### src/verilog/addrParams.svh
`ifndef ADDR_PARAMS_SVH
`define ADDR_PARAMS_SVH

//////////////////////////////////////////////////
// Bus widths
//////////////////////////////////////////////////

// Data bus, index registers, adder and address halves
`define ADDR_DATA_W 8

// Full address bus, high and low byte
`define ADDR_ADDR_W 16

//////////////////////////////////////////////////
// Sequencing
//////////////////////////////////////////////////

// Longest operand step sequence, the indirect modes
`define ADDR_STEP_MAX 4

`endif

### src/verilog/addrPkg.sv
package addrPkg;

    // Opcodes the unit knows by name
    typedef enum logic [7:0] {
        LDA_INDX = 8'hA1,
        LDA_ZPG  = 8'hA5,
        LDA_IMM  = 8'hA9,
        LDA_ABS  = 8'hAD,
        LDA_INDY = 8'hB1,
        LDA_ZPGX = 8'hB5,
        LDX_ZPGY = 8'hB6,
        LDA_ABSY = 8'hB9,
        LDA_ABSX = 8'hBD,
        NOP      = 8'hEA
    } opCode_t;

    typedef enum logic [3:0] {
        MODE_IMP, MODE_IMM, MODE_ZPG, MODE_ZPGX, MODE_ZPGY,
        MODE_ABS, MODE_ABSX, MODE_ABSY, MODE_INDX, MODE_INDY
    } addrMode_t;

    // A0..A3 encode as operand step index plus one
    typedef enum logic [2:0] {
        STEP_IDLE = 3'd0,
        STEP_A0   = 3'd1,
        STEP_A1   = 3'd2,
        STEP_A2   = 3'd3,
        STEP_A3   = 3'd4,
        STEP_DONE = 3'd5
    } addrStep_t;

    typedef enum logic [1:0] {ADL_PCL, ADL_DATA, ADL_ALU} adlSrc_t;
    typedef enum logic [1:0] {ADH_PCH, ADH_DATA, ADH_ZERO, ADH_ALU} adhSrc_t;
    typedef enum logic [1:0] {SB_X, SB_Y, SB_ALU, SB_NONE} sbSrc_t;
    typedef enum logic {ALUA_SB, ALUA_ZERO} aluASrc_t;
    typedef enum logic [1:0] {CIN_ZERO, CIN_ONE, CIN_LATCH} aluCSrc_t;

    // Control word for one step
    typedef struct packed {
        logic     pcInc;
        logic     loadAbl;
        adlSrc_t  adlSel;
        logic     loadAbh;
        adhSrc_t  adhSel;
        sbSrc_t   sbSel;
        logic     dbFromSb;
        aluASrc_t aluASel;
        aluCSrc_t aluCSel;
        logic     loadAlu;
        logic     latchCarry;
    } ctrlFlags_t;

endpackage

### src/verilog/addrModeDecode.sv
module addrModeDecode import addrPkg::*; (
    input  logic [7:0] opCode,
    output addrMode_t  mode,
    output logic [2:0] stepCount
);

    //////////////////////////////////////////////////
    // Opcode to addressing mode
    //////////////////////////////////////////////////

    always_comb begin
        case (opCode)
            LDA_IMM:  mode = MODE_IMM;
            LDA_ZPG:  mode = MODE_ZPG;
            LDA_ZPGX: mode = MODE_ZPGX;
            LDX_ZPGY: mode = MODE_ZPGY;
            LDA_ABS:  mode = MODE_ABS;
            LDA_ABSX: mode = MODE_ABSX;
            LDA_ABSY: mode = MODE_ABSY;
            LDA_INDX: mode = MODE_INDX;
            LDA_INDY: mode = MODE_INDY;
            NOP:      mode = MODE_IMP;
            // Anything unknown runs as implied
            default:  mode = MODE_IMP;
        endcase
    end

    //////////////////////////////////////////////////
    // Fixed operand step count per mode
    //////////////////////////////////////////////////

    always_comb begin
        case (mode)
            MODE_IMM, MODE_ZPG:             stepCount = 3'd1;
            MODE_ZPGX, MODE_ZPGY, MODE_ABS: stepCount = 3'd2;
            // Extra step for the carry into the high byte
            MODE_ABSX, MODE_ABSY:           stepCount = 3'd3;
            MODE_INDX, MODE_INDY:           stepCount = 3'd4;
            default:                        stepCount = 3'd0;
        endcase
    end

endmodule

### src/verilog/addrStepCtrl.sv
`include "addrParams.svh"

module addrStepCtrl import addrPkg::*; (
    input  logic       clk,
    input  logic       arstN,
    input  logic       start,
    input  addrMode_t  mode,
    input  logic [2:0] stepCount,
    input  logic       aluCarry,
    input  logic       latchCarry,
    output addrStep_t  step,
    output addrMode_t  curMode,
    output logic       carryHold,
    output logic       accept,
    output logic       busy,
    output logic       done
);

    logic [2:0] stepCnt;
    addrStep_t  stepNext;

    assign busy   = (step != STEP_IDLE);
    assign done   = (step == STEP_DONE);
    // Start is dropped while an instruction is in flight
    assign accept = start && !busy;

    always_comb begin
        stepNext = step;
        case (step)
            STEP_IDLE: begin
                if (accept) begin
                    stepNext = (stepCount == 3'd0) ? STEP_DONE : STEP_A0;
                end
            end
            STEP_DONE: begin
                stepNext = STEP_IDLE;
            end
            default: begin
                // Last operand step once index matches the count
                if (3'(step) == stepCnt) begin
                    stepNext = STEP_DONE;
                end else begin
                    stepNext = addrStep_t'(3'(step) + 3'd1);
                end
            end
        endcase
    end

    always_ff @(posedge clk or negedge arstN) begin
        if (!arstN) begin
            step      <= STEP_IDLE;
            curMode   <= MODE_IMP;
            stepCnt   <= 3'd0;
            carryHold <= 1'b0;
        end else begin
            step <= stepNext;
            if (accept) begin
                curMode <= mode;
                stepCnt <= stepCount;
            end
            // Low-byte index carry, used by the high-byte step
            if (latchCarry) begin
                carryHold <= aluCarry;
            end
        end
    end

    stepInRange: assert property (@(posedge clk) disable iff (!arstN)
        (step inside {STEP_A0, STEP_A1, STEP_A2, STEP_A3}) |->
            (3'(step) <= stepCnt) && (stepCnt <= `ADDR_STEP_MAX));

endmodule

### src/verilog/addrFlagGen.sv
module addrFlagGen import addrPkg::*; (
    input  addrStep_t  step,
    input  addrMode_t  curMode,
    input  logic       carryHold,
    output ctrlFlags_t flags
);

    // Nothing loads, no bus driven
    localparam ctrlFlags_t FLAGS_IDLE = '{
        pcInc:      1'b0,
        loadAbl:    1'b0,
        adlSel:     ADL_PCL,
        loadAbh:    1'b0,
        adhSel:     ADH_PCH,
        sbSel:      SB_NONE,
        dbFromSb:   1'b0,
        aluASel:    ALUA_ZERO,
        aluCSel:    CIN_ZERO,
        loadAlu:    1'b0,
        latchCarry: 1'b0
    };

    sbSrc_t idxSel;

    // Y-indexed modes put Y on SB, the others X
    assign idxSel = (curMode inside {MODE_ZPGY, MODE_ABSY, MODE_INDY}) ? SB_Y : SB_X;

    always_comb begin
        flags = FLAGS_IDLE;
        case (curMode)
            MODE_IMM: begin
                // Operand address already on the bus
                if (step == STEP_A0) begin
                    flags.pcInc = 1'b1;
                end
            end
            MODE_ZPG: begin
                if (step == STEP_A0) begin
                    flags.pcInc   = 1'b1;
                    flags.loadAbl = 1'b1;
                    flags.adlSel  = ADL_DATA;
                    flags.loadAbh = 1'b1;
                    flags.adhSel  = ADH_ZERO;
                end
            end
            MODE_ZPGX, MODE_ZPGY: begin
                if (step == STEP_A0) begin
                    flags.pcInc   = 1'b1;
                    flags.sbSel   = idxSel;
                    flags.aluASel = ALUA_SB;
                    flags.loadAlu = 1'b1;
                end else if (step == STEP_A1) begin
                    // 8-bit sum wraps inside page zero
                    flags.loadAbl = 1'b1;
                    flags.adlSel  = ADL_ALU;
                    flags.loadAbh = 1'b1;
                    flags.adhSel  = ADH_ZERO;
                end
            end
            MODE_ABS, MODE_ABSX, MODE_ABSY: begin
                case (step)
                    STEP_A0: begin
                        // Point at high byte, low byte into ALU
                        flags.pcInc   = 1'b1;
                        flags.loadAbl = 1'b1;
                        flags.adlSel  = ADL_PCL;
                        flags.loadAbh = 1'b1;
                        flags.adhSel  = ADH_PCH;
                        flags.loadAlu = 1'b1;
                        if (curMode != MODE_ABS) begin
                            flags.sbSel      = idxSel;
                            flags.aluASel    = ALUA_SB;
                            flags.latchCarry = 1'b1;
                        end
                    end
                    STEP_A1: begin
                        flags.pcInc   = 1'b1;
                        flags.loadAbl = 1'b1;
                        flags.adlSel  = ADL_ALU;
                        if (curMode == MODE_ABS) begin
                            flags.loadAbh = 1'b1;
                            flags.adhSel  = ADH_DATA;
                        end else begin
                            // High byte plus page carry
                            flags.aluCSel = CIN_LATCH;
                            flags.loadAlu = 1'b1;
                        end
                    end
                    STEP_A2: begin
                        flags.loadAbh = 1'b1;
                        flags.adhSel  = ADH_ALU;
                    end
                    default: begin
                    end
                endcase
            end
            MODE_INDX: begin
                case (step)
                    STEP_A0: begin
                        flags.pcInc   = 1'b1;
                        flags.sbSel   = SB_X;
                        flags.aluASel = ALUA_SB;
                        flags.loadAlu = 1'b1;
                    end
                    STEP_A1: begin
                        flags.loadAbl  = 1'b1;
                        flags.adlSel   = ADL_ALU;
                        flags.loadAbh  = 1'b1;
                        flags.adhSel   = ADH_ZERO;
                        // Pointer plus one, fed back over SB
                        flags.sbSel    = SB_ALU;
                        flags.dbFromSb = 1'b1;
                        flags.aluCSel  = CIN_ONE;
                        flags.loadAlu  = 1'b1;
                    end
                    STEP_A2: begin
                        flags.loadAbl = 1'b1;
                        flags.adlSel  = ADL_ALU;
                        flags.loadAbh = 1'b1;
                        flags.adhSel  = ADH_ZERO;
                        flags.loadAlu = 1'b1;
                    end
                    STEP_A3: begin
                        flags.loadAbl = 1'b1;
                        flags.adlSel  = ADL_ALU;
                        flags.loadAbh = 1'b1;
                        flags.adhSel  = ADH_DATA;
                    end
                    default: begin
                    end
                endcase
            end
            MODE_INDY: begin
                case (step)
                    STEP_A0: begin
                        flags.pcInc   = 1'b1;
                        flags.loadAbl = 1'b1;
                        flags.adlSel  = ADL_DATA;
                        flags.loadAbh = 1'b1;
                        flags.adhSel  = ADH_ZERO;
                        flags.aluCSel = CIN_ONE;
                        flags.loadAlu = 1'b1;
                    end
                    STEP_A1: begin
                        flags.loadAbl    = 1'b1;
                        flags.adlSel     = ADL_ALU;
                        flags.loadAbh    = 1'b1;
                        flags.adhSel     = ADH_ZERO;
                        flags.sbSel      = SB_Y;
                        flags.aluASel    = ALUA_SB;
                        flags.loadAlu    = 1'b1;
                        flags.latchCarry = 1'b1;
                    end
                    STEP_A2: begin
                        flags.aluCSel = CIN_LATCH;
                        flags.loadAlu = 1'b1;
                    end
                    STEP_A3: begin
                        flags.loadAbl = 1'b1;
                        flags.adlSel  = ADL_ALU;
                        flags.loadAbh = 1'b1;
                        flags.adhSel  = ADH_ALU;
                    end
                    default: begin
                    end
                endcase
            end
            default: begin
            end
        endcase

        // Held carry resolves to a plain carry in
        if (flags.aluCSel == CIN_LATCH) begin
            flags.aluCSel = carryHold ? CIN_ONE : CIN_ZERO;
        end
    end

endmodule

### src/verilog/addrDatapath.sv
`include "addrParams.svh"

module addrDatapath import addrPkg::*; (
    input  logic                    clk,
    input  logic                    arstN,
    input  ctrlFlags_t              flags,
    input  logic                    accept,
    input  logic                    pcLoad,
    input  logic [`ADDR_ADDR_W-1:0] pcIn,
    input  logic [`ADDR_DATA_W-1:0] xReg,
    input  logic [`ADDR_DATA_W-1:0] yReg,
    input  logic [`ADDR_DATA_W-1:0] dataIn,
    output logic [`ADDR_ADDR_W-1:0] addrBus,
    output logic [`ADDR_ADDR_W-1:0] pc,
    output logic                    aluCarry
);

    localparam logic [`ADDR_ADDR_W-1:0] PC_STEP = 1;

    logic [`ADDR_DATA_W-1:0] abl;
    logic [`ADDR_DATA_W-1:0] abh;
    logic [`ADDR_DATA_W-1:0] aluReg;
    logic [`ADDR_DATA_W-1:0] lowHold;
    logic [`ADDR_DATA_W-1:0] sbBus;
    logic [`ADDR_DATA_W-1:0] dbBus;
    logic [`ADDR_DATA_W-1:0] adlBus;
    logic [`ADDR_DATA_W-1:0] adhBus;
    logic [`ADDR_DATA_W-1:0] aluA;
    logic [`ADDR_DATA_W-1:0] aluSum;
    logic                    aluCin;

    //////////////////////////////////////////////////
    // Internal buses
    //////////////////////////////////////////////////

    always_comb begin
        case (flags.sbSel)
            SB_X:    sbBus = xReg;
            SB_Y:    sbBus = yReg;
            SB_ALU:  sbBus = aluReg;
            default: sbBus = '0;
        endcase
    end

    assign dbBus  = flags.dbFromSb ? sbBus : dataIn;
    assign aluA   = (flags.aluASel == ALUA_SB) ? sbBus : '0;
    assign aluCin = (flags.aluCSel == CIN_ONE);

    // 8-bit adder, carry out goes to the sequencer
    assign {aluCarry, aluSum} = {1'b0, aluA} + {1'b0, dbBus} + {{`ADDR_DATA_W{1'b0}}, aluCin};

    // When the high half also comes from the ALU, the ALU register
    // already holds that high byte. The low half then comes from the
    // hold captured at the low-byte index add
    always_comb begin
        case (flags.adlSel)
            ADL_DATA: adlBus = dataIn;
            ADL_ALU:  adlBus = (flags.adhSel == ADH_ALU) ? lowHold : aluReg;
            default:  adlBus = pc[`ADDR_DATA_W-1:0];
        endcase
    end

    always_comb begin
        case (flags.adhSel)
            ADH_DATA: adhBus = dataIn;
            ADH_ZERO: adhBus = '0;
            ADH_ALU:  adhBus = aluReg;
            default:  adhBus = pc[`ADDR_ADDR_W-1:`ADDR_DATA_W];
        endcase
    end

    //////////////////////////////////////////////////
    // Program counter and address latches
    //////////////////////////////////////////////////

    always_ff @(posedge clk or negedge arstN) begin
        if (!arstN) begin
            pc  <= '0;
            abl <= '0;
            abh <= '0;
        end else if (accept) begin
            // Put the first operand byte on the bus
            abl <= pc[`ADDR_DATA_W-1:0];
            abh <= pc[`ADDR_ADDR_W-1:`ADDR_DATA_W];
            pc  <= pc + PC_STEP;
        end else begin
            if (flags.pcInc) begin
                pc <= pc + PC_STEP;
            end else if (pcLoad) begin
                pc <= pcIn;
            end
            if (flags.loadAbl) begin
                abl <= adlBus;
            end
            if (flags.loadAbh) begin
                abh <= adhBus;
            end
        end
    end

    always_ff @(posedge clk) begin
        if (flags.loadAlu) begin
            aluReg <= aluSum;
        end
        if (flags.latchCarry) begin
            lowHold <= aluSum;
        end
    end

    assign addrBus = {abh, abl};

    pcSingleSource: assert property (@(posedge clk) disable iff (!arstN)
        !(flags.pcInc && pcLoad));

endmodule

### src/verilog/addrUnit.sv
`include "addrParams.svh"

module addrUnit import addrPkg::*; (
    input  logic                    clk,
    input  logic                    arstN,
    input  logic                    start,
    input  logic [7:0]              opCode,
    input  logic                    pcLoad,
    input  logic [`ADDR_ADDR_W-1:0] pcIn,
    input  logic [`ADDR_DATA_W-1:0] xReg,
    input  logic [`ADDR_DATA_W-1:0] yReg,
    input  logic [`ADDR_DATA_W-1:0] dataIn,
    output logic [`ADDR_ADDR_W-1:0] addrBus,
    output logic [`ADDR_ADDR_W-1:0] pc,
    output logic                    busy,
    output logic                    done
);

    addrMode_t  mode;
    addrMode_t  curMode;
    logic [2:0] stepCount;
    addrStep_t  step;
    logic       carryHold;
    logic       accept;
    logic       aluCarry;
    logic       pcLoadIdle;
    ctrlFlags_t flags;

    // PC reload only between instructions
    assign pcLoadIdle = pcLoad && !busy;

    addrModeDecode i_modeDecode (
        .opCode    (opCode),
        .mode      (mode),
        .stepCount (stepCount)
    );

    addrStepCtrl i_stepCtrl (
        .clk        (clk),
        .arstN      (arstN),
        .start      (start),
        .mode       (mode),
        .stepCount  (stepCount),
        .aluCarry   (aluCarry),
        .latchCarry (flags.latchCarry),
        .step       (step),
        .curMode    (curMode),
        .carryHold  (carryHold),
        .accept     (accept),
        .busy       (busy),
        .done       (done)
    );

    addrFlagGen i_flagGen (
        .step      (step),
        .curMode   (curMode),
        .carryHold (carryHold),
        .flags     (flags)
    );

    addrDatapath i_datapath (
        .clk      (clk),
        .arstN    (arstN),
        .flags    (flags),
        .accept   (accept),
        .pcLoad   (pcLoadIdle),
        .pcIn     (pcIn),
        .xReg     (xReg),
        .yReg     (yReg),
        .dataIn   (dataIn),
        .addrBus  (addrBus),
        .pc       (pc),
        .aluCarry (aluCarry)
    );

endmodule

### config.mk
export PLATFORM = sky130hd
export DESIGN_NAME = addrUnit
export DESIGN_NICKNAME = d
export VERILOG_FILES = /design/src/verilog/addrPkg.sv /design/src/verilog/addrModeDecode.sv /design/src/verilog/addrStepCtrl.sv /design/src/verilog/addrFlagGen.sv /design/src/verilog/addrDatapath.sv /design/src/verilog/addrUnit.sv
export VERILOG_INCLUDE_DIRS = /design/src /design/src/verilog
export SDC_FILE = /design/constraint.sdc
export NUM_CORES = 1
export LEC_CHECK = 0
export BUFFER_PORTS_ARGS = -buffer_cell sky130_fd_sc_hd__clkbuf_2
export CORE_ASPECT_RATIO = 1.5
export CORE_UTILIZATION = 51
export CTS_CLUSTER_SIZE = 40
export DETAILED_ROUTE_END_ITERATION = 12
export PLACE_DENSITY = 0.77
export SLEW_MARGIN = 0
export SYNTH_ARGS = -nofsm -noshare
export SYNTH_HDL_FRONTEND = slang
export SYNTH_HIERARCHICAL = 1
export SYNTH_SLANG_ARGS = --single-unit
### constraint.sdc
create_clock -name clk -period 3.7 [get_ports clk]
set_clock_uncertainty 0.15 [all_clocks]
set_input_delay 0 -clock clk [delete_from_list [all_inputs] [get_ports clk]]
set_output_delay 0 -clock clk [all_outputs]
set_load 0.005 [all_outputs]
==> results.ini <==
[outcome]
outcome=complete, no violations

[placement]
port_buffers=85
dp_hpwl_um=9181
routabilityCongestion=0.9057

[critical_path]
r2r_start=i_stepCtrl/curMode[0]
reg2reg_slack_ns=0.11
cpMaxStageDelayCell=dfrtp_1
r2r_cells=17
worstPathRequired_ns=3.75
cp_data_arrival_time_ns=3.64
rr_endpoint=i_stepCtrl/carryHold
cp_max_fo=14
start_kind=flop
slowest_delay_ns=0.38
crit_type=reg2reg
worstPathCellList=buf_8 -> mux2i_1 -> nor2_1 -> a2bb2oi_1 -> buf_4 -> mux2i_1 -> nor2_1 -> a21oi_2 -> a21oi_1 -> fa_2 -> inv_1 -> fa_2 -> nor2b_1 -> o31a_1 -> o31a_1 -> o22a_1 -> mux2_2
cpLargestDelayFamily=compound AO/OA/AOI/OAI gates
cp.buffers_inverters=3
timing.critical_path.to_type=flop

[detailed_routing]
drt_pass1_iterations=4
wl_per_cell_um=17.06
finalWirelength_um=12610
ant_nets=0
vias=4345
drc_errors=0
drt_iter0_markers=214
via_per_inst=5.880

[grt]
grt_pass1_wl_um=20280
grt_usage=0.2874
grt_max_degree=44
grt_pass1_vias=4287
grt_remaining_overflow=0
antenna_found_initial=0

[yosys]
synthTopCellsByCount=57 x nor2_1, 52 x nand2_1, 43 x dfrtp_1
synth_area_leaders=dfrtp_1 24%, edfxtp_1 11%, mux2_2 5.0%, nor2_1 4.8%, nand2_1 4.4%
ys_warn_count=6
yosys.area.top_type_share=0.2400
synth_top_area_cell=dfrtp_1
synth-seq-area-share=0.3471
ys_ff_latch=59
syn_nets=566
ys_types=85
synthFlopType=dfrtp_1
async_reset_ff_frac=0.7288
syn_inst=498
synth_edf_count=16
synth.cell_area_mm2=0.004484
synth_most_common_cell=nor2_1
avgSynthCellArea_um2=9.005

[power]
p_per_area_mw_per_mm2=575.0
power_w=0.003313
irDropWorstVdd_v=0.0004354
p_leak_nw=2.639

[floorplan]
pin_count=86
core-area_mm2=0.008464
die_w_um=78.56
std_cell_rows=41
dieArea_mm2=0.009179
die_y_um=116.8
start_util=0.5298

[cells_and_area]
fill_cells=688
final_layout_size_suffix_gt1_frac=0.3022
antenna_cells=0
final_nets=695
synthToLayoutAreaGrowth_pct=28.49
fin_util=0.6807

[clock_network]
cts_inserted_buffers=9
cts_sinks=59
cts_tree=built
clock_latency_ns=0.32
clockRootBuffer=clkbuf_16
htreeDepth=3
clock_path_buffers=2
path_clk_slew_ns=0.05

[hold_path]
holdPathEnd=i_stepCtrl/curMode[3]
min_from=opCode[3]
hp-class=in2reg
min_path_cells=5

[sta]
fin_tns_setup_ns=0
fmax_ghz=0.2786
finalMaxSlewViolations=0
relSlewSlack=0.2653
hold_violations=0
setup_viol=0
rsz0062_at_grt=true
worst_pin_slew_ns=1.102
period_share=0.9701
fin_crit_ns=3.589

[job]
max_cap_violations=0

## cells in the final DEF (no fill, tap or decap), types with 4 or more instances in the layout
cell	n
a211oi_1	8
a21o_1	13
a21oi_1	34
a221oi_1	8
a311oi_1	4
a31oi_1	5
buf_4	28
clkbuf_16	9
clkbuf_2	85
dfrtp_1	43
dlygate4sd3_1	33
edfxtp_1	16
ha_1	14
inv_1	18
mux2_2	20
mux2i_1	12
nand2_1	52
nand3_1	4
nand4_1	4
nor2_1	56
nor2_2	4
nor2b_1	4
nor3_1	6
nor3_2	4
o211ai_1	4
o21a_1	5
o21ai_0	17
o21ai_1	6
o22ai_1	13
or2_2	5
or3_1	4
xnor2_1	8
## metrics by stage
step                hold WS, ns  setup WS, ns  area [um2]  instances
finish                  0.04817        0.1106        5762        739
global route            0.08465      -0.06810        5762        739
CTS                     0.03128      0.001929        5693        735
detailed placement      0.07809      -0.02720        5040        686
global placement        0.07643       0.09025        5040        686
floorplan               -0.4456      -0.04832        4493        498
## layer usage
metal | global-route usage | part of all wire | vias to the layer above
li1 | - | - | 2092
met1 | 0.3237 | 0.39 | 2058
met2 | 0.5177 | 0.52 | 160
met3 | 0.05039 | 0.051 | 35
met4 | 0.1481 | 0.039 | 0
met5 | 0 | 0 | -
## worst min-delay path: cells and delay by family
family	cells	cell delay [ns]
buffers and inverters	2	0.20
and+or+nand+nor	3	0.27
## worst max-delay path by stage
| stage | start | slack (ns) | endpoint | cells past startpoint |
|---|---|---|---|---|
| after floorplan | i_stepCtrl/curMode[0] | -0.05 | i_stepCtrl/carryHold | 17 |
| after global placement | i_stepCtrl/curMode[0] | 0.09 | i_stepCtrl/carryHold | 16 |
| after detailed placement | i_stepCtrl/curMode[0] | -0.03 | i_stepCtrl/carryHold | 16 |
| after CTS | i_stepCtrl/curMode[0] | 0.002 | i_stepCtrl/carryHold | 16 |
| after global routing | i_stepCtrl/curMode[1] | -0.07 | i_stepCtrl/carryHold | 14 |
| final | i_stepCtrl/curMode[0] | 0.11 | i_stepCtrl/carryHold | 17 |
## layout make-up
type | count | area, um2 | share of cell area
flip-flops and latches | 59 | 1556 | 0.2701
well taps | 107 | 133.9 | 0.02324
multi-input cells | 390 | 2689 | 0.4667
inverters | 19 | 71.32 | 0.01238
clock inverters | 5 | 76.32 | 0.01325
clock buffers | 11 | 242.7 | 0.04213
repair buffers | 148 | 992.2 | 0.1722
## power breakdown
part / switching [W] / total (W) / internal [W]
combinational: 0.000707 / 0.00131 / 0.000607
sequential: 0.000244 / 0.00112 / 0.000872
clock: 0.000278 / 0.000881 / 0.000604
total: 0.00123 / 0.00331 / 0.00208
## cells by family (layout without fill, tap and decap cells)
group,Yosys count,in the layout,share of synthesized area
and+or+nand+nor,186,186,0.2254
AOI/OAI and AO/OA,145,145,0.2196
DFF,59,59,0.3471
buffers and inverters,49,183,0.06222
muxes,33,33,0.07924
adders and majority gates,16,16,0.04799
xor gates and xnor gates,9,9,0.01758
other,1,1,0.0008363
## state kept, by name (all words and copies together) (netlist names)
signal and count:
i_stepCtrl/step 3, i_datapath/abl 8, i_stepCtrl/curMode 4, i_datapath/pc 16, i_datapath/aluReg 8, i_datapath/abh 8
i_stepCtrl/stepCnt 3, i_datapath/lowHold 8, i_stepCtrl/carryHold 1
## what timing repair did
item                       CTS  global route
hold endpoints to repair    73             0
setup endpoints to repair    1             7
gates resized for setup      1            10
hold buffers                33             0
setup buffers                0             4
Power figures use the tool's default switching activity.
